[src/include/prefetch_macros.svh]
//********************
// Prefetch constants
// Sizes of lines, queue and window, plus the halt opcode
//********************
`ifndef PREFETCH_MACROS_SVH
`define PREFETCH_MACROS_SVH

// Bytes per fetched line and per queue entry
`define PF_LINE_BYTES   16
// Number of queue entries
`define PF_ENTRIES      4
// Bytes visible from the head
`define PF_WINDOW_BYTES 32
// Byte address width
`define PF_ADDR_W       32
// Halt opcode, a one-byte instruction
`define PF_HALT_OP      8'hF4
// Low three bits of the first byte hold length minus one
`define PF_LEN_MASK     8'h07

`endif
[src/hw/instr_pkg.sv]
//********************
// Instruction side types
// Queue window, issued instruction and redirect
//********************
`default_nettype none
`include "prefetch_macros.svh"

package instr_pkg;

   // Bytes starting at the head, byte 0 is the next instruction byte
   typedef struct packed {
      logic [`PF_WINDOW_BYTES-1:0][7:0] bytes;
   } window_t;

   // Issued instruction
   // Bytes at or past len read as zero
   typedef struct packed {
      logic [7:0][7:0] bytes;
      logic [3:0]      len;
      logic            halt;
   } instr_t;

   // Single-cycle restart request to any byte address
   typedef struct packed {
      logic                  valid;
      logic [`PF_ADDR_W-1:0] addr;
   } redirect_t;

endpackage

`default_nettype wire

[src/hw/fetch_pkg.sv]
//********************
// Fetch side types
// Wishbone request, response and fetched line
//********************
`default_nettype none
`include "prefetch_macros.svh"

package fetch_pkg;

   // One instruction line, byte 0 at the lowest address
   typedef struct packed {
      logic [`PF_LINE_BYTES-1:0][7:0] bytes;
   } line_t;

   // Master to slave signals of the classic cycle
   typedef struct packed {
      logic                     cyc;
      logic                     stb;
      logic                     we;
      logic [`PF_ADDR_W-1:0]    adr;
      logic [`PF_LINE_BYTES-1:0] sel;
   } wb_req_t;

   // Slave to master signals, read data is a whole line
   typedef struct packed {
      logic  ack;
      line_t dat;
   } wb_rsp_t;

endpackage

`default_nettype wire

[src/hw/prefetch_top.sv]
//********************
// Prefetch top
// Fetcher, queue and predecoder wired together
//********************
`default_nettype none

module prefetch_top (
   input  wire logic                 clk,
   input  wire logic                 reset_i,
   input  wire instr_pkg::redirect_t redirect_i,
   output fetch_pkg::wb_req_t        wb_req_o,
   input  wire fetch_pkg::wb_rsp_t   wb_rsp_i,
   output instr_pkg::instr_t         instr_o,
   output logic                      instr_valid_o,
   input  wire logic                 instr_ready_i
);

   import fetch_pkg::*;
   import instr_pkg::*;

   // Fetcher to queue
   logic              line_push;
   line_t             line;
   logic              free;
   // Queue and predecoder
   window_t           window;
   logic signed [6:0] valid_bytes;
   logic              consume;
   logic [3:0]        bytes_read;

   line_fetch line_fetch_i (
      .clk         (clk),
      .reset_i     (reset_i),
      .redirect_i  (redirect_i),
      .free_i      (free),
      .wb_req_o    (wb_req_o),
      .wb_rsp_i    (wb_rsp_i),
      .line_push_o (line_push),
      .line_o      (line)
   );

   instruction_queue instruction_queue_i (
      .clk           (clk),
      .reset_i       (reset_i),
      .redirect_i    (redirect_i),
      .line_push_i   (line_push),
      .line_i        (line),
      .free_o        (free),
      .consume_i     (consume),
      .bytes_read_i  (bytes_read),
      .window_o      (window),
      .valid_bytes_o (valid_bytes)
   );

   length_predecode length_predecode_i (
      .clk           (clk),
      .reset_i       (reset_i),
      .redirect_i    (redirect_i),
      .window_i      (window),
      .valid_bytes_i (valid_bytes),
      .consume_o     (consume),
      .bytes_read_o  (bytes_read),
      .instr_o       (instr_o),
      .instr_valid_o (instr_valid_o),
      .instr_ready_i (instr_ready_i)
   );

endmodule

`default_nettype wire

[src/hw/length_predecode.sv]
//********************
// Length predecoder
// Sizes the instruction at the head, detects halt, drives issue
//********************
`default_nettype none
`include "prefetch_macros.svh"

module length_predecode (
   input  wire logic                 clk,
   input  wire logic                 reset_i,
   input  wire instr_pkg::redirect_t redirect_i,
   input  wire instr_pkg::window_t   window_i,
   input  wire logic signed [6:0]    valid_bytes_i,
   output logic                      consume_o,
   output logic [3:0]                bytes_read_o,
   output instr_pkg::instr_t         instr_o,
   output logic                      instr_valid_o,
   input  wire logic                 instr_ready_i
);

   logic [7:0] op;
   logic [3:0] len;
   logic       is_halt;
   logic       enough;
   logic       fire;
   logic       halted_q;

   // First byte decides the length
   assign op      = window_i.bytes[0];
   assign is_halt = (op == `PF_HALT_OP);
   assign len     = is_halt ? 4'd1 : 4'(op & `PF_LEN_MASK) + 4'd1;

   // Count can be negative right after an unaligned redirect
   assign enough = (valid_bytes_i > 7'sd0) && (valid_bytes_i >= $signed(7'(len)));

   // No issue in a redirect cycle, the queue is flushing
   assign instr_valid_o = enough & ~halted_q & ~redirect_i.valid;
   assign fire          = instr_valid_o & instr_ready_i;

   assign consume_o    = fire;
   assign bytes_read_o = len;

   // Bytes past the length zeroed so a stalled instruction stays steady
   always_comb begin
      for (int i = 0; i < 8; i++) begin
         instr_o.bytes[i] = (i < len) ? window_i.bytes[i] : 8'h00;
      end
      instr_o.len  = len;
      instr_o.halt = is_halt;
   end

   // Halt sticks until the next redirect
   always_ff @(posedge clk) begin
      if (reset_i) begin
         halted_q <= 1'b0;
      end else if (redirect_i.valid) begin
         halted_q <= 1'b0;
      end else if (fire && is_halt) begin
         halted_q <= 1'b1;
      end
   end

   // Queue keeps the window still while an instruction waits
   a_instr_hold : assert property (@(posedge clk) disable iff (reset_i)
      instr_valid_o && !instr_ready_i |=>
         redirect_i.valid || (instr_valid_o && $stable(instr_o)));

endmodule

`default_nettype wire

[src/hw/instruction_queue.sv]
//********************
// Instruction queue
// Four line entries, byte head pointer, signed valid-byte count
// and a 32-byte window shifted to the head
//********************
`default_nettype none
`include "prefetch_macros.svh"

module instruction_queue (
   input  wire logic                 clk,
   input  wire logic                 reset_i,
   input  wire instr_pkg::redirect_t redirect_i,
   input  wire logic                 line_push_i,
   input  wire fetch_pkg::line_t     line_i,
   output logic                      free_o,
   input  wire logic                 consume_i,
   input  wire logic [3:0]           bytes_read_i,
   output instr_pkg::window_t        window_o,
   output logic signed [6:0]         valid_bytes_o
);

   import fetch_pkg::*;

   localparam int IDX_W  = $clog2(`PF_ENTRIES);
   localparam int OFF_W  = $clog2(`PF_LINE_BYTES);
   localparam int HEAD_W = IDX_W + OFF_W;
   // One line worth of count
   localparam logic signed [6:0] VB_LINE  = 7'(`PF_LINE_BYTES);
   // Highest count that still takes a full line without overflow
   localparam logic signed [6:0] VB_LIMIT = 7'(64 - `PF_LINE_BYTES);

   line_t                         line_q [`PF_ENTRIES];
   logic [`PF_ENTRIES-1:0]        valid_q;
   logic [IDX_W-1:0]              tail_q;
   logic [HEAD_W-1:0]             head_q;
   logic [HEAD_W-1:0]             head_nxt;
   logic [IDX_W-1:0]              head_ent;
   logic [IDX_W-1:0]              next_ent;
   logic                          leave_line;
   logic signed [6:0]             vbytes_q;
   logic signed [6:0]             vbytes_nxt;
   logic [`PF_WINDOW_BYTES*8-1:0] pair;

   // Head splits into entry index and byte offset
   assign head_ent = head_q[HEAD_W-1:OFF_W];
   assign next_ent = head_ent + 1'b1;

   // Head wraps over all four lines
   assign head_nxt = head_q + HEAD_W'(bytes_read_i);

   // At most 8 bytes read, so at most one line boundary crossed
   assign leave_line = consume_i & (head_nxt[HEAD_W-1:OFF_W] != head_ent);

   // Count update, push and consume may land together
   always_comb begin
      vbytes_nxt = vbytes_q;
      if (line_push_i) begin
         vbytes_nxt = vbytes_nxt + VB_LINE;
      end
      if (consume_i) begin
         vbytes_nxt = vbytes_nxt - $signed(7'(bytes_read_i));
      end
   end

   always_ff @(posedge clk) begin
      if (reset_i) begin
         valid_q  <= '0;
         tail_q   <= '0;
         head_q   <= '0;
         vbytes_q <= '0;
      end else if (redirect_i.valid) begin
         // Flush, head lands on the target byte inside entry 0
         valid_q  <= '0;
         tail_q   <= '0;
         head_q   <= HEAD_W'(redirect_i.addr[OFF_W-1:0]);
         // Leading bytes of the first line are skipped
         vbytes_q <= -$signed(7'(redirect_i.addr[OFF_W-1:0]));
      end else begin
         if (line_push_i) begin
            valid_q[tail_q] <= 1'b1;
            tail_q          <= tail_q + 1'b1;
         end
         // Entry freed once the head moves past it
         if (leave_line) begin
            valid_q[head_ent] <= 1'b0;
         end
         if (consume_i) begin
            head_q <= head_nxt;
         end
         vbytes_q <= vbytes_nxt;
      end
   end

   // Line storage
   always_ff @(posedge clk) begin
      if (line_push_i) begin
         line_q[tail_q] <= line_i;
      end
   end

   // Head line below the next one, then shift by the byte offset
   assign pair     = {line_q[next_ent], line_q[head_ent]};
   assign window_o = pair >> {head_q[OFF_W-1:0], 3'b000};

   // Free needs an empty entry, no fill landing now and count headroom
   assign free_o        = ~(&valid_q) & ~line_push_i & (vbytes_q < VB_LIMIT);
   assign valid_bytes_o = vbytes_q;

   // Fetcher only starts on free, so its push must find room
   a_push_room : assert property (@(posedge clk) disable iff (reset_i)
      line_push_i |-> !(&valid_q));

   // Predecoder never reads past the filled bytes
   a_read_valid : assert property (@(posedge clk) disable iff (reset_i)
      consume_i |-> ($signed(7'(bytes_read_i)) <= vbytes_q));

endmodule

`default_nettype wire

[src/hw/line_fetch.sv]
//********************
// Line fetcher
// Wishbone classic master reading aligned 16-byte lines,
// stale lines after a redirect are dropped
//********************
`default_nettype none
`include "prefetch_macros.svh"

module line_fetch (
   input  wire logic                 clk,
   input  wire logic                 reset_i,
   input  wire instr_pkg::redirect_t redirect_i,
   input  wire logic                 free_i,
   output fetch_pkg::wb_req_t        wb_req_o,
   input  wire fetch_pkg::wb_rsp_t   wb_rsp_i,
   output logic                      line_push_o,
   output fetch_pkg::line_t          line_o
);

   localparam int OFF_W = $clog2(`PF_LINE_BYTES);

   logic                  busy_q;
   logic                  started_q;
   logic                  discard_q;
   logic [`PF_ADDR_W-1:0] next_addr_q;
   logic [`PF_ADDR_W-1:0] req_addr_q;
   logic                  ack;
   logic                  start;

   // Ack only counts while our cycle is open
   assign ack   = busy_q & wb_rsp_i.ack;
   // New cycle when idle, booted and the queue has room
   assign start = ~busy_q & started_q & free_i & ~redirect_i.valid;

   always_ff @(posedge clk) begin
      if (reset_i) begin
         busy_q      <= 1'b0;
         started_q   <= 1'b0;
         discard_q   <= 1'b0;
         next_addr_q <= '0;
      end else begin
         // Busy from start until the ack cycle, so cyc drops the cycle after
         if (start) begin
            busy_q <= 1'b1;
         end else if (ack) begin
            busy_q <= 1'b0;
         end
         // Redirect wins over the normal line advance
         if (redirect_i.valid) begin
            started_q   <= 1'b1;
            next_addr_q <= {redirect_i.addr[`PF_ADDR_W-1:OFF_W], {OFF_W{1'b0}}};
         end else if (ack && !discard_q) begin
            next_addr_q <= next_addr_q + `PF_ADDR_W'(`PF_LINE_BYTES);
         end
         // Redirect during an open cycle marks its data as stale
         if (ack) begin
            discard_q <= 1'b0;
         end else if (redirect_i.valid && busy_q) begin
            discard_q <= 1'b1;
         end
      end
   end

   // Request address frozen for the whole cycle
   always_ff @(posedge clk) begin
      if (start) begin
         req_addr_q <= next_addr_q;
      end
   end

   assign wb_req_o.cyc = busy_q;
   assign wb_req_o.stb = busy_q;
   assign wb_req_o.we  = 1'b0;
   assign wb_req_o.adr = req_addr_q;
   // Whole line every time
   assign wb_req_o.sel = '1;

   // Ack in a redirect cycle belongs to the old stream too
   assign line_push_o = ack & ~discard_q & ~redirect_i.valid;
   assign line_o      = wb_rsp_i.dat;

   // Slave acks only inside an open cycle
   a_ack_in_cycle : assert property (@(posedge clk) disable iff (reset_i)
      wb_rsp_i.ack |-> wb_req_o.cyc);

endmodule

`default_nettype wire

[config.mk]
export PLATFORM = sky130hd
export DESIGN_NAME = prefetch_top
export DESIGN_NICKNAME = d
export VERILOG_FILES = /design/src/hw/instr_pkg.sv /design/src/hw/fetch_pkg.sv /design/src/hw/prefetch_top.sv /design/src/hw/length_predecode.sv /design/src/hw/instruction_queue.sv /design/src/hw/line_fetch.sv
export VERILOG_INCLUDE_DIRS = /design/src /design/src/include
export SDC_FILE = /design/constraint.sdc
export NUM_CORES = 1
export LEC_CHECK = 0
export BUFFER_PORTS_ARGS = -buffer_cell sky130_fd_sc_hd__buf_2
export CORE_MARGIN = 1.5
export CORE_UTILIZATION = 45
export CTS_CLUSTER_DIAMETER = 40
export DETAILED_ROUTE_END_ITERATION = 8
export PLACE_DENSITY = 0.69
export SYNTH_ARGS = -nofsm -noshare
export SYNTH_HDL_FRONTEND = slang
export SYNTH_SLANG_ARGS = --single-unit
[constraint.sdc]
create_clock -name clk -period 6.5 [get_ports clk]
set_clock_uncertainty 0.1 [all_clocks]
set_input_delay 0.65 -clock clk [delete_from_list [all_inputs] [get_ports clk]]
set_output_delay 0.65 -clock clk [all_outputs]
set_load 0.01 [all_outputs]
Word level (Yosys, flattened, before mapping)
Memory sizes are Yosys's and may differ from the RTL's. A register that Yosys moved wholly into a read port is not among the register bits. Index checks and enable logic that the tools add are counted.

Output and inout port bits: 121. Memory bits (writable): 512. Memories kept: 1. Bits of input ports: 165. Bits in registers: 87.

Add/sub/neg operators: 8. Shift operators: 1. Eq/ne operators: 2. Multiplexer cells: 30. Reduce and logical (&&, ||, !) cells: 13. Bitwise gates (word level): 21. Magnitude comparators: 15.

Memory list: instruction_queue_i.line_q (depth 4, bits a word 128, read ports 2, clocked after Yosys merged registers in 1, write ports 1, line instruction_queue.sv:32) `` line_t line_q [`PF_ENTRIES]; ``.

Operators by type and width (number): $shr A256 B7 Y64 (1); $mux W32 (2); $mux W8 (8); $add A32 B5 Y32 const B (1); $mux W4 (7); $mux W7 (3); $lt A3 B4 Y1 const A (4); $and A1 B1 Y1 (12); $eq A8 B8 Y1 const B (1); $lt A1 B4 Y1 const A (2); $lt A2 B4 Y1 const A (2); $add A7 B6 Y7 const B (1); $ge A7 B5 Y1 (1); $gt A7 B1 Y1 const B (1); $lt A7 B7 Y1 const B (1); $neg A4 Y7 (1); $sub A7 B5 Y7 (1); $add A6 B4 Y6 (1); $logic_and A1 B1 Y1 (6); $lt A2 B3 Y1 const B (2); $mux W1 (6); $not A1 Y1 (6); $reduce_bool A2 Y1 (3); $add A2 B1 Y2 const B (2); 11 further kinds (15).

Longest topological paths before layout
Gate-level depths: netlist of run 1. An unclocked memory read counts as a cell.

Word-level depth: 12. Mapped depth: 21. Gate-level depth less buffers: 17.

Hierarchy
A second synthesis of run 1 with hierarchy kept.

Cell total of the unflattened synthesis: 3041. Area total of the unflattened synthesis: 38393.1 um^2.

Modules (own cells, without submodules): instruction_queue (times used 1, cells an instance 2521, area each 33829.9 um^2); line_fetch (times used 1, cells an instance 396, area each 3731.1 um^2); length_predecode (times used 1, cells an instance 124, area each 832.0 um^2).

Worst setup path after synthesis of run 1
No wires, ideal clock.

Path kind: register -> register. Start: reg (tool-made name). End: reg instruction_queue_i.vbytes_q[2], in the netlist instruction_queue_i.valid_bytes_o[2]. Path buffers: 4. Arrival: 5.258 ns. Cell stages (with the launch flop): 21. Library setup time: 0.128 ns. Setup slack: 1.014 ns. Required time: 6.272 ns. Cells stage by stage: dfxtp_1 > buf_6 > buf_4 > buf_2 > mux4_2 > mux4_2 > a22oi_1 > and3_1 > ha_1 > nand2_2 > or2_4 > o21ai_0 > ha_1 > nor2b_1 > o21ai_0 > a21boi_0 > o311ai_0 > clkbuf_1 > nor2_1 > a311oi_1 > nor2_1.

RTL lines: to (signal assigned) (line instruction_queue.sv:77) `vbytes_q <= -$signed(7'(redirect_i.addr[OFF_W-1:0]));`; to (signal assigned) (line instruction_queue.sv:90) `vbytes_q <= vbytes_nxt;`; to (decl) (line instruction_queue.sv:40) `logic signed [6:0] vbytes_q;`.

==> results of run 1 <==
==> critical path: cells and delay by family, from the launching register on <==
family,cells,cell delay [ns]
buffers and inverters,3,0.56
AOI/OAI and AO/OA,5,0.98
and+or+nand+nor,5,1.15
DFF,1,0.67
muxes,2,1.06
adders and majority gates,2,0.42
==> path summary, 6_finish.rpt <==
path | start | to | depth (start not counted)
min reg2reg | line_fetch_i.next_addr_q[31] | line_fetch_i.req_addr_q[31] | 0
max reg2reg | flip-flop | instruction_queue_i.head_q[2] | 15
max | flip-flop | instr_valid_o | 17
min | wb_rsp_i[105] | instruction_queue_i.line_q[1][105] | 1
==> placed cells by master (no fill, tap or decap), drive strengths merged, types with 5 or more instances in the layout <==
cell / n
a211oi: 19
a21oi: 128
a221oi: 7
a22o: 8
a22oi: 36
a311oi: 9
and2: 5
and3: 11
buf: 323
bufinv: 10
clkbuf: 101
clkinv: 28
clkinvlp: 7
conb: 21
dfxtp: 53
diode: 11
edfxtp: 540
ha: 23
inv: 47
mux2: 60
mux2i: 108
mux4: 256
nand2: 160
nand3: 20
nand4: 7
nor2: 96
nor2b: 9
nor3: 16
nor4: 9
o211ai: 5
o21a: 5
o21ai: 67
or3: 6
xnor2: 21
xor2: 13
==> cell usage after synthesis, types with 23 or more instances <==
cell type  count
a21oi_1      128
a22oi_1       36
buf_1         33
buf_4         32
clkbuf_1      71
dfxtp_1       53
edfxtp_1     540
ha_1          23
inv_1         28
mux2_2        60
mux2i_1      108
mux4_2       254
nand2_1      159
nor2_1        95
o21ai_0       66
==> per-layer routing <==
metal / wire, um / up-vias / track usage
met5: 35 / - / 0
li1: - / 8331 / -
met1: 34300 / 9977 / 0.344
met2: 40100 / 1116 / 0.393
met4: 2340 / 6 / 0.0722
met3: 8730 / 160 / 0.0617
==> state kept, by name (all words and copies together), names as in the netlist, named ones only <==
signal,flops
line_fetch_i.discard_q,1
instruction_queue_i.tail_q,2
line_fetch_i.req_addr_q,28
line_fetch_i.busy_q,1
instruction_queue_i.line_q,512
instruction_queue_i.valid_bytes_o,7
line_fetch_i.started_q,1
length_predecode_i.halted_q,1
instruction_queue_i.head_q,6
line_fetch_i.next_addr_q,28
instruction_queue_i.valid_q,4
==> what timing repair did <==
action	CTS	global route
setup buffers	0	1
resized for setup	0	2
setup endpoints to repair	0	1
hold endpoints to repair	0	0
hold buffers	0	0
==> power breakdown <==
group | internal (uW) | leakage (uW) | total (uW) | switching [uW]
combinational | 452 | 0.00513 | 1220 | 765
sequential | 4200 | 0.00530 | 4240 | 44.6
clock | 3070 | 0.00152 | 4960 | 1890
==> cell type report <==
cell class / instances / area (um2) / share of cell area
flip-flops and latches: 593 / 17300 / 0.489
multi-input cells: 1167 / 11800 / 0.334
clock buffers: 101 / 2340 / 0.0662
repair buffers: 323 / 1890 / 0.0534
well taps: 864 / 1080 / 0.0305
clock inverters: 64 / 816 / 0.0230
inverters: 28 / 106 / 0.00300
diodes: 11 / 27.5 / 0.000778
==> per-stage QoR <==
stage	total power [uW]	setup WS, ns	utilization	instances	area (um2)
4_1_cts	10500	0.00327	0.537	3139	35300
5_1_grt	10700	0.0145	0.537	3143	35400
6_report	10400	0.235	0.537	3151	35400
3_3_place_gp	5500	0.711	0.489	2974	32200
2_1_floorplan	5020	1.01	-	1953	30000
3_5_place_dp	5510	0.702	0.489	2974	32200
==> logic make-up (layout without fill, tap and decap cells) <==
logic type,count (synthesis),in the layout
DFF,593,593
muxes,424,424
and+or+nand+nor,354,354
AOI/OAI and AO/OA,309,309
buffers and inverters,193,516
xor gates and xnor gates,34,34
adders and majority gates,25,25
other,2,32
==> summary.md, run 1 <==
| Metric | Value |
|---|---|
| Ys flop type | `edfxtp_1` |
| Post-Synth XOR/XNOR Area | `0.00994` |
| Area Growth Syn to Fin | `18.1%` |
| Initial Utilization | `0.455` |
| Max Cap Violations | `0` |
| GRT Residual Overflow | `0` |
| Post-synthesis simple-gate area fraction | `0.0534` |
| Worst-path maximum fanout | `15` |
| Post-synth ARST share | `0` |
| Nets | `2392` |
| CP cell instances | `buf_12, mux4_2, mux4_2, a22oi_1, and3_1, ha_1, nand2_2, or2_4, o21ai_0, buf_4, ha_1, nor2b_1, o21ai_0, a21boi_0, or2_1, o21a_1, buf_2` |
| Fin. Hold Viols | `0` |
| Drt pass-1 iters | `6` |
| Peak VDD IR | `about 0.00023 V` |
| Synth top area cells | `edfxtp_1 54%, mux4_2 19%, mux2i_1 3.6%, dfxtp_1 3.5%, mux2_2 2.3%` |
| Final min period | `approximately 6.3 ns` |
| Die area | `approximately 70000 um2` |
| Mapped Avg Cell Area | `~15 um2` |
| CP required | `roughly 5.8 ns` |
| DR vias | `between 15000 and 20000` |
| Worst-skew pair later-pin latency | `~0.64 ns` |
| Placer's final routability congestion estimate | `between 0.9 and 1` |
| Period utilisation layout | `0.964` |
| Post-synthesis compound-gate area fraction | `0.0651` |
| CP Class | `reg -> out` |
| Clock Path Buffers | `3` |
| Port Buf Inserts | `about 260` |
| Synth warn | `0` |
| Vias/cell | `roughly 6.2` |
| Drt total wl | `about 86 mm` |
| P_leak | `roughly 0.012 uW` |
| Die Y | `~260 um` |
| Slew HR | `0.303` |
| CTS tree | `done` |
| Dpl hpwl | `approximately 58 mm` |
| Area leader, netlist | `edfxtp_1` |
| # DRC | `0` |
| EDFF count, synth | `540` |
| Chip width | `~260 um` |
| Setup violations, final | `0` |
| Vias in the first global route | `roughly 19000` |
| Least-Margin Pin Slew | `roughly 1.0 ns` |
| CP Capture Type | `output pin` |
| Number of antenna violations at the first check in global routing | `18` |
| Synth Area in Adders | `0.0109` |
| Fraction of layout cells with a size suffix above 1 | `0.363` |
| R2r setup slk | `about 0.89 ns` |
| P per Cell Area | `about 290 nW/um2` |
| Largest net degree at the start of global routing | `87` |
| Pins Over Slew Limit | `0` |
| H-tree Lvls | `3` |
| Max Clk Rate | `about 0.16 GHz` |
| Clock-pin slew on the worst setup and hold paths | `approximately 0.06 ns` |
| Slowest stage cell, crit path | `dfxtp_4` |
| RSZ-0062 raised after global routing | `no` |
| Clk root buf | `clkbuf_16` |
| First-pass GRT wire length | `about 120 mm` |
| Post-route ant nets | `0` |
| WL/cell | `27.1 um` |
| IO Count | `about 290` |
| Unique masters post-synth | `72` |
| Worst hold slack | `roughly 0.12 ns` |
| Largest family of logic cells by synthesized area | `multiplexers` |
| Synthesized cell area | `30000 um2` |
| Final TNS setup | `0 ns` |
| Top-area cell type share of the netlist area | `0.541` |
| Syn Inst Count | `roughly 1900` |
| Seq/Total Area, Yosys | `0.577` |
| Core Box Area | `65900 um2` |
| Flop and latch count out of synthesis | `593` |
| CP max stage delay | `0.67 ns` |
| Filler Cell Count | `around 5300` |
| Min-delay worst type | `in -> reg` |
| 1st-iter DRT viols | `roughly 2400` |
| Sink Count | `roughly 600` |
| Num CTS Buffers | `just under 90` |
| Critical path startpoint category | `flip-flop` |
| Number of core rows | `94` |
| Status | `completed` |
| Post-synthesis mux area share | `0.251` |
| Total GRT Usage | `0.249` |
| Worst path arrival time | `approximately 5.5 ns` |
Power figures use the tool's default switching activity.
==> inputs of run 2 (changes only) <==
--- a/config.mk
+++ b/config.mk
@@ -15,3 +15,4 @@
 export SYNTH_ARGS = -nofsm -noshare
 export SYNTH_HDL_FRONTEND = slang
 export SYNTH_SLANG_ARGS = --single-unit
+export TNS_END_PERCENT = 20
==> constraint.sdc (replaced) <==
create_clock -name clk -period 6.5 [get_ports clk]
set_clock_uncertainty 0.1 [all_clocks]
set_input_delay 0.65 -clock clk [delete_from_list [all_inputs] [get_ports clk]]
set_output_delay 0.65 -clock clk [all_outputs]
set_load 0.02 [all_outputs]
==> run 2 against run 1 <==
Register-to-register slack better by 0.13 ns. Global-route usage down 0.093 points. Non-clock buffer count down 6. Die area unchanged. Power up 0.23%. Combinational power up 6%. Critical path depth down 2. Final cell count down 0.44%. Critical endpoint unchanged.
==> summary.md, run 2 (synthesized netlist as in run 1, its figures left out) <==
| Metric | Value |
|---|---|
| R2r setup slk | `1.02 ns (was 0.89 ns)` |
| CP Class | `reg -> out (unchanged)` |
| Pins Over Slew Limit | `0 (unchanged)` |
| Commonest non-fill, non-tap cell in the layout | `edfxtp_1 (unchanged)` |
| Die Y | `261 um (unchanged)` |
| CP Capture Type | `output pin (unchanged)` |
| Fin. Hold Viols | `0 (unchanged)` |
| Least-Margin Pin Slew | `1.20 ns (was 1.04 ns)` |
| P_leak | `0.0119 uW (was 0.0120 uW)` |
| Worst-skew pair later-pin latency | `0.63 ns (was 0.64 ns)` |
| Comb pwr share | `0.124 (was 0.117)` |
| DR vias | `19324 (was 19590)` |
| WL/cell | `26.9 um (was 27.1 um)` |
| Depth of the most critical reg-to-reg path | `16 (was 15)` |
| Post-route ant nets | `0 (unchanged)` |
| Hold endpoint | `instruction_queue_i.line_q[3][23] (was instruction_queue_i.line_q[1][105])` |
| Vias in the first global route | `19214 (was 19390)` |
| Largest regs | `instruction_queue_i.line_q (512), line_fetch_i.next_addr_q (28), line_fetch_i.req_addr_q (28) (unchanged)` |
| Flop pwr share | `0.406 (was 0.407)` |
| Number of core rows | `94 (unchanged)` |
| First-pass GRT wire length | `125 mm (about the same)` |
| Overall Power | `10400 uW (about the same)` |
| Final core utilization | `0.535 (was 0.537)` |
| Max Cap Violations | `0 (unchanged)` |
| Final setup margin | `0.259 ns (was 0.235 ns)` |
| Hold-critical path depth | `1 (unchanged)` |
| Filler Cell Count | `5337 (was 5278)` |
| Area Growth Syn to Fin | `17.5% (was 18.1%)` |
| Most frequent cells in the layout | `540 x edfxtp_1, 264 x buf_2, 254 x mux4_2, 159 x nand2_1, 128 x a21oi_1 (unchanged)` |
| Clock share of power | `0.470 (was 0.476)` |
| Final min period | `6.24 ns (was 6.26 ns)` |
| Chip width | `261 um (unchanged)` |
| Final TNS setup | `0 ns (unchanged)` |
| Initial Utilization | `0.455 (unchanged)` |
| CTS tree | `done (unchanged)` |
| Drt total wl | `84.3 mm (was 85.5 mm)` |
| Nets | `2385 (was 2392)` |
| Min-delay worst type | `in -> reg (unchanged)` |
| Biggest register | `instruction_queue_i.line_q (unchanged)` |
| R2R Path End | `instruction_queue_i.head_q[0] (was instruction_queue_i.head_q[2])` |
| IO Count | `286 (unchanged)` |
| Period utilisation layout | `0.960 (was 0.964)` |
| Num CTS Buffers | `88 (was 89)` |
| Hold_sp | `wb_rsp_i[23] (was wb_rsp_i[105])` |
| Sink Count | `593 (unchanged)` |
| Number of antenna violations at the first check in global routing | `17 (was 18)` |
| Sw frac | `0.253 (was 0.259)` |
| RSZ-0062 raised after global routing | `no (unchanged)` |
| Slew HR | `0.197 (was 0.303)` |
| P per Cell Area | `296 nW/um2 (was 294 nW/um2)` |
| Worst-path maximum fanout | `50 (was 15)` |
| Critical path startpoint category | `flip-flop (unchanged)` |
| Status | `completed (unchanged)` |
| H-tree Lvls | `3 (unchanged)` |
| Post-CTS Setup Repair Bufs | `0 (unchanged)` |
| CP required | `5.75 ns (about the same)` |
| Max Clk Rate | `0.160 GHz (about the same)` |
| 1st-iter DRT viols | `2330 (was 2369)` |
| Worst path arrival time | `5.49 ns (was 5.51 ns)` |
| Max FFs per register | `512 (unchanged)` |
| Core Box Area | `65900 um2 (unchanged)` |
| GRT Residual Overflow | `0 (unchanged)` |
| Clock-pin slew on the worst setup and hold paths | `0.06 ns (about the same)` |
| Die area | `68100 um2 (unchanged)` |
| Fraction of layout cells with a size suffix above 1 | `0.357 (was 0.363)` |
| Largest net degree at the start of global routing | `107 (was 87)` |
| Peak VDD IR | `0.000201 V (was 0.000226 V)` |
| Port Buf Inserts | `264 (unchanged)` |
| Placer's final routability congestion estimate | `0.917 (was 0.925)` |
| NetSw | `2640 uW (was 2700 uW)` |
| # DRC | `0 (unchanged)` |
| Dpl hpwl | `57.9 mm (was 58.1 mm)` |
| Total GRT Usage | `0.248 (was 0.249)` |
| Internal | `7800 uW (was 7720 uW)` |
| Setup violations, final | `0 (unchanged)` |
| Clk root buf | `clkbuf_16 (unchanged)` |
| Clock Path Buffers | `3 (unchanged)` |
| Place WS | `0.727 ns (was 0.702 ns)` |
| Vias/cell | `6.16 (was 6.22)` |
| Post-Layout Cell Count | `3137 (was 3151)` |
| Placed insts | `2969 (was 2974)` |
| Drt pass-1 iters | `6 (unchanged)` |
[run 2: cell types whose count changed in the layout (fill, tap and decap cells not counted), sizes merged]
cell,delta
diode,-5
bufinv,+4
clkbuf,+6
buf,-6
clkinv,-8
clkinvlp,+5
inv,-10
[run 2: power groups by stage]
stage | Clock (uW) | Combinational, uW | Sequential, uW
3_3_place_gp | 0 | 1260 | 4310
5_1_grt | 5140 | 1370 | 4240
3_5_place_dp | 0 | 1270 | 4310
2_1_floorplan | 0 | 795 | 4310
6_report | 4910 | 1290 | 4230
4_1_cts | 4980 | 1280 | 4230
[run 2: worst max-delay path: stages, from the launching register on]
cell,delay [ns]
dfxtp_4,0.62
buf_12,0.37
buf_4,0.32
mux4_2,0.39
a22o_1,0.26
o21a_1,0.19
or4b_4,0.59
nand2_2,0.19
o21ai_0,0.14
o21a_1,0.22
ha_1,0.35
o21ai_0,0.14
a21boi_0,0.40
or2_1,0.26
o21a_1,0.20
buf_2,0.18
[run 2: how the worst max path moves through the flow]
stage	from	end	slack, ns	cells past startpoint
after global routing	flip-flop	instr_valid_o	0.007	17
final	flip-flop	instr_valid_o	0.26	15
after detailed placement	flip-flop	instr_valid_o	0.73	14
after floorplan	flip-flop	instruction_queue_i.valid_bytes_o[2]	0.77	20
after global placement	flip-flop	instr_valid_o	0.84	16
after CTS	flip-flop	instr_valid_o	0.05	14
[run 2: per-layer routing]
metal,GRT usage,share of wire,up-vias,wire length [um]
li1,-,-,8289,-
met1,0.348,0.41,9836,34800
met2,0.387,0.47,1031,39500
met3,0.0582,0.092,152,7750
met4,0.0758,0.026,16,2210
met5,0,0.0012,-,102
[run 2: final cells by class]
type | count | area, um2 | share of cell area
antenna | 6 | 15.0 | 0.000426
clock buffer | 107 | 2350 | 0.0666
clock inverter | 55 | 736 | 0.0209
inverter | 28 | 106 | 0.00302
multi-input combinational | 1167 | 11800 | 0.336
sequential | 593 | 17300 | 0.491
tap | 864 | 1080 | 0.0307
timing repair buffer | 317 | 1800 | 0.0511
[run 2: through the flow]
stage	hold slack (ns)	cell area [um2]
2_1_floorplan	0.328	30000
3_3_place_gp	0.343	32100
3_5_place_dp	0.354	32100
4_1_cts	0.109	35200
5_1_grt	0.127	35200
6_report	0.137	35200
[run 2: repair_timing]
action	in CTS	in global routing
gates resized for setup	0	4
endpoints found under the setup margin	0	1
endpoints found under the hold margin	0	0
hold buffers	0	0
==> inputs of run 3 (changes only) <==
--- a/config.mk
+++ b/config.mk
@@ -7,6 +7,7 @@
 export NUM_CORES = 1
 export LEC_CHECK = 0
 export BUFFER_PORTS_ARGS = -buffer_cell sky130_fd_sc_hd__buf_2
+export CORE_ASPECT_RATIO = 1.1
 export CORE_MARGIN = 1.5
 export CORE_UTILIZATION = 45
 export CTS_CLUSTER_DIAMETER = 40
==> constraint.sdc (replaced) <==
create_clock -name clk -period 7.91 [get_ports clk]
set_clock_uncertainty 0.1 [all_clocks]
set_input_delay 0.791 -clock clk [delete_from_list [all_inputs] [get_ports clk]]
set_output_delay 0.791 -clock clk [all_outputs]
set_load 0.02 [all_outputs]
==> run 3 against run 2 <==
First-iteration DRC count is 0.52% higher. Setup slack improved by 0.78 ns. Sequential power is 17% lower. Critical path type unchanged.
==> summary.md, run 3 (synthesized netlist as in run 1, its figures left out) <==
| Metric | Value |
|---|---|
| First-pass GRT wire length | `124 mm (was 125 mm)` |
| Vias/cell | `6.22 (was 6.16)` |
| Largest regs | `instruction_queue_i.line_q (512), line_fetch_i.next_addr_q (28), line_fetch_i.req_addr_q (28) (unchanged)` |
| IO Count | `286 (unchanged)` |
| Worst-path maximum fanout | `54 (was 50)` |
| Worst path arrival time | `5.98 ns (was 5.49 ns)` |
| Comb pwr share | `0.127 (was 0.124)` |
| Die Y | `274 um (was 261 um)` |
| Flop pwr share | `0.424 (was 0.406)` |
| Most frequent cells in the layout | `540 x edfxtp_1, 264 x buf_2, 254 x mux4_2, 159 x nand2_1, 128 x a21oi_1 (unchanged)` |
| Worst hold slack | `0.266 ns (was 0.137 ns)` |
| Placed insts | `2947 (was 2969)` |
| Nets | `2360 (was 2385)` |
| R2r setup slk | `1.86 ns (was 1.02 ns)` |
| CP Class | `reg -> out (unchanged)` |
| Final TNS setup | `0 ns (unchanged)` |
| DR vias | `19270 (was 19324)` |
| Clk root buf | `clkbuf_16 (unchanged)` |
| # DRC | `0 (unchanged)` |
| Post-Layout Cell Count | `3098 (was 3137)` |
| Min-delay worst type | `in -> reg (unchanged)` |
| Max FFs per register | `512 (unchanged)` |
| Sw frac | `0.265 (was 0.253)` |
| NetSw | `2180 uW (was 2640 uW)` |
| Peak VDD IR | `0.000233 V (was 0.000201 V)` |
| Initial Utilization | `0.453 (was 0.455)` |
| H-tree Lvls | `3 (unchanged)` |
| Dpl hpwl | `56.6 mm (was 57.9 mm)` |
| Clock share of power | `0.450 (was 0.470)` |
| 1st-iter DRT viols | `2342 (was 2330)` |
| Status | `completed (unchanged)` |
| Total GRT Usage | `0.242 (was 0.248)` |
| Sink Count | `593 (unchanged)` |
| P per Cell Area | `237 nW/um2 (was 296 nW/um2)` |
| Critical path startpoint category | `flip-flop (unchanged)` |
| Number of antenna violations at the first check in global routing | `17 (unchanged)` |
| Depth of the most critical reg-to-reg path | `15 (was 16)` |
| Hold-critical path depth | `1 (unchanged)` |
| Biggest register | `instruction_queue_i.line_q (unchanged)` |
| Commonest non-fill, non-tap cell in the layout | `edfxtp_1 (unchanged)` |
| Hold_buf cts | `0 (unchanged)` |
| Area Growth Syn to Fin | `15.8% (was 17.5%)` |
| Least-Margin Pin Slew | `1.10 ns (was 1.20 ns)` |
| Clock-pin slew on the worst setup and hold paths | `0.06 ns (about the same)` |
| Internal | `6060 uW (was 7800 uW)` |
| WL/cell | `26.7 um (was 26.9 um)` |
| Final min period | `between 6 and 7 ns` |
| Post-CTS Setup Repair Bufs | `0 (unchanged)` |
| Vias in the first global route | `19323 (was 19214)` |
| P_leak | `0.0117 uW (was 0.0119 uW)` |
| Pins Over Slew Limit | `0 (unchanged)` |
| Drt pass-1 iters | `6 (unchanged)` |
| Worst-skew pair later-pin latency | `0.64 ns (was 0.63 ns)` |
| Fraction of layout cells with a size suffix above 1 | `0.349 (was 0.357)` |
| Clock Path Buffers | `3 (unchanged)` |
| Final core utilization | `0.525 (was 0.535)` |
| Overall Power | `8240 uW (was 10400 uW)` |
| Filler Cell Count | `5322 (was 5337)` |
| CP required | `7.02 ns (was 5.75 ns)` |
| Fin. Hold Viols | `0 (unchanged)` |
| Port Buf Inserts | `264 (unchanged)` |
| GRT Residual Overflow | `0 (unchanged)` |
| Die area | `68100 um2 (about the same)` |
| Setup violations, final | `0 (unchanged)` |
| Chip width | `249 um (was 261 um)` |
| CP Capture Type | `output pin (unchanged)` |
| Number of core rows | `99 (was 94)` |
| Placer's final routability congestion estimate | `0.945 (was 0.917)` |
| Largest net degree at the start of global routing | `97 (was 107)` |
| CTS tree | `done (unchanged)` |
| Post-route ant nets | `0 (unchanged)` |
| RSZ-0062 raised after global routing | `no (unchanged)` |
| Max Clk Rate | `roughly 0.15 GHz` |
| Max Cap Violations | `0 (unchanged)` |
| Drt total wl | `82.9 mm (was 84.3 mm)` |
| CTS resizes | `0 (unchanged)` |
| Period utilisation layout | `0.869` |
| Slew HR | `0.265 (was 0.197)` |
| Num CTS Buffers | `79 (was 88)` |
| Core Box Area | `66100 um2 (was 65900 um2)` |
## run 3: cell count changes in the layout (fill, tap and decap cells not counted), sizes merged
| cell | previous run | this run |
|---|---|---|
| clkinv | 20 | 25 |
| buf | 317 | 301 |
| clkbuf | 107 | 82 |
| inv | 37 | 51 |
| bufinv | 14 | 11 |
| diode | 6 | 7 |
| clkinvlp | 12 | 3 |
## run 3: worst max-delay path, stage by stage (launching register included)
cell	delay (ns)
dfxtp_4	0.87
buf_4	0.46
mux4_2	0.41
a22oi_1	0.27
a21oi_1	0.10
nor4_1	0.73
or4b_1	0.54
o21ai_0	0.19
o21a_1	0.22
ha_1	0.35
o21ai_0	0.14
a21boi_0	0.40
or2_1	0.24
o21a_1	0.16
buf_2	0.19
## run 3: power by group through the flow
| stage | Combinational, uW | Clock (uW) | Sequential, uW |
|---|---|---|---|
| final | 1040 | 3710 | 3490 |
| after global routing | 1100 | 3880 | 3490 |
| after CTS | 1030 | 3750 | 3490 |
| after detailed placement | 1020 | 0 | 3550 |
| after global placement | 1010 | 0 | 3550 |
| after floorplan | 653 | 0 | 3540 |
## run 3: area by class of cell
cell class              instances  area (um2)  area share
diodes                          7        17.5    0.000505
repair buffers                301        1640      0.0472
clock buffers                  82        1990      0.0573
flip-flops and latches        593       17300       0.498
well taps                     858        1070      0.0309
clock inverters                62         764      0.0220
multi-input cells            1167       11800       0.341
inverters                      28         106     0.00306
## run 3: final timing paths
check / startpoint / endpoint
max: flip-flop / instr_valid_o
min: wb_rsp_i[123] / instruction_queue_i.line_q[0][123]
max reg2reg: flip-flop / instruction_queue_i.head_q[2]
min reg2reg: line_fetch_i.next_addr_q[31] / line_fetch_i.req_addr_q[31]
## run 3: layer usage
layer / up-vias / GRT usage / wire length [um]
met4: 14 / 0.111 / 3510
met3: 205 / 0.0568 / 8080
li1: 8236 / - / -
met1: 9791 / 0.317 / 31900
met2: 1024 / 0.387 / 39200
met5: - / 0 / 76
## run 3: through the flow
stage | area, um2 | worst slack, ns
after floorplan | 30000 | 2.18
after global placement | 31900 | 1.94
after detailed placement | 31900 | 1.81
after CTS | 34700 | 1.12
after global routing | 34700 | 0.716
final | 34700 | 1.03
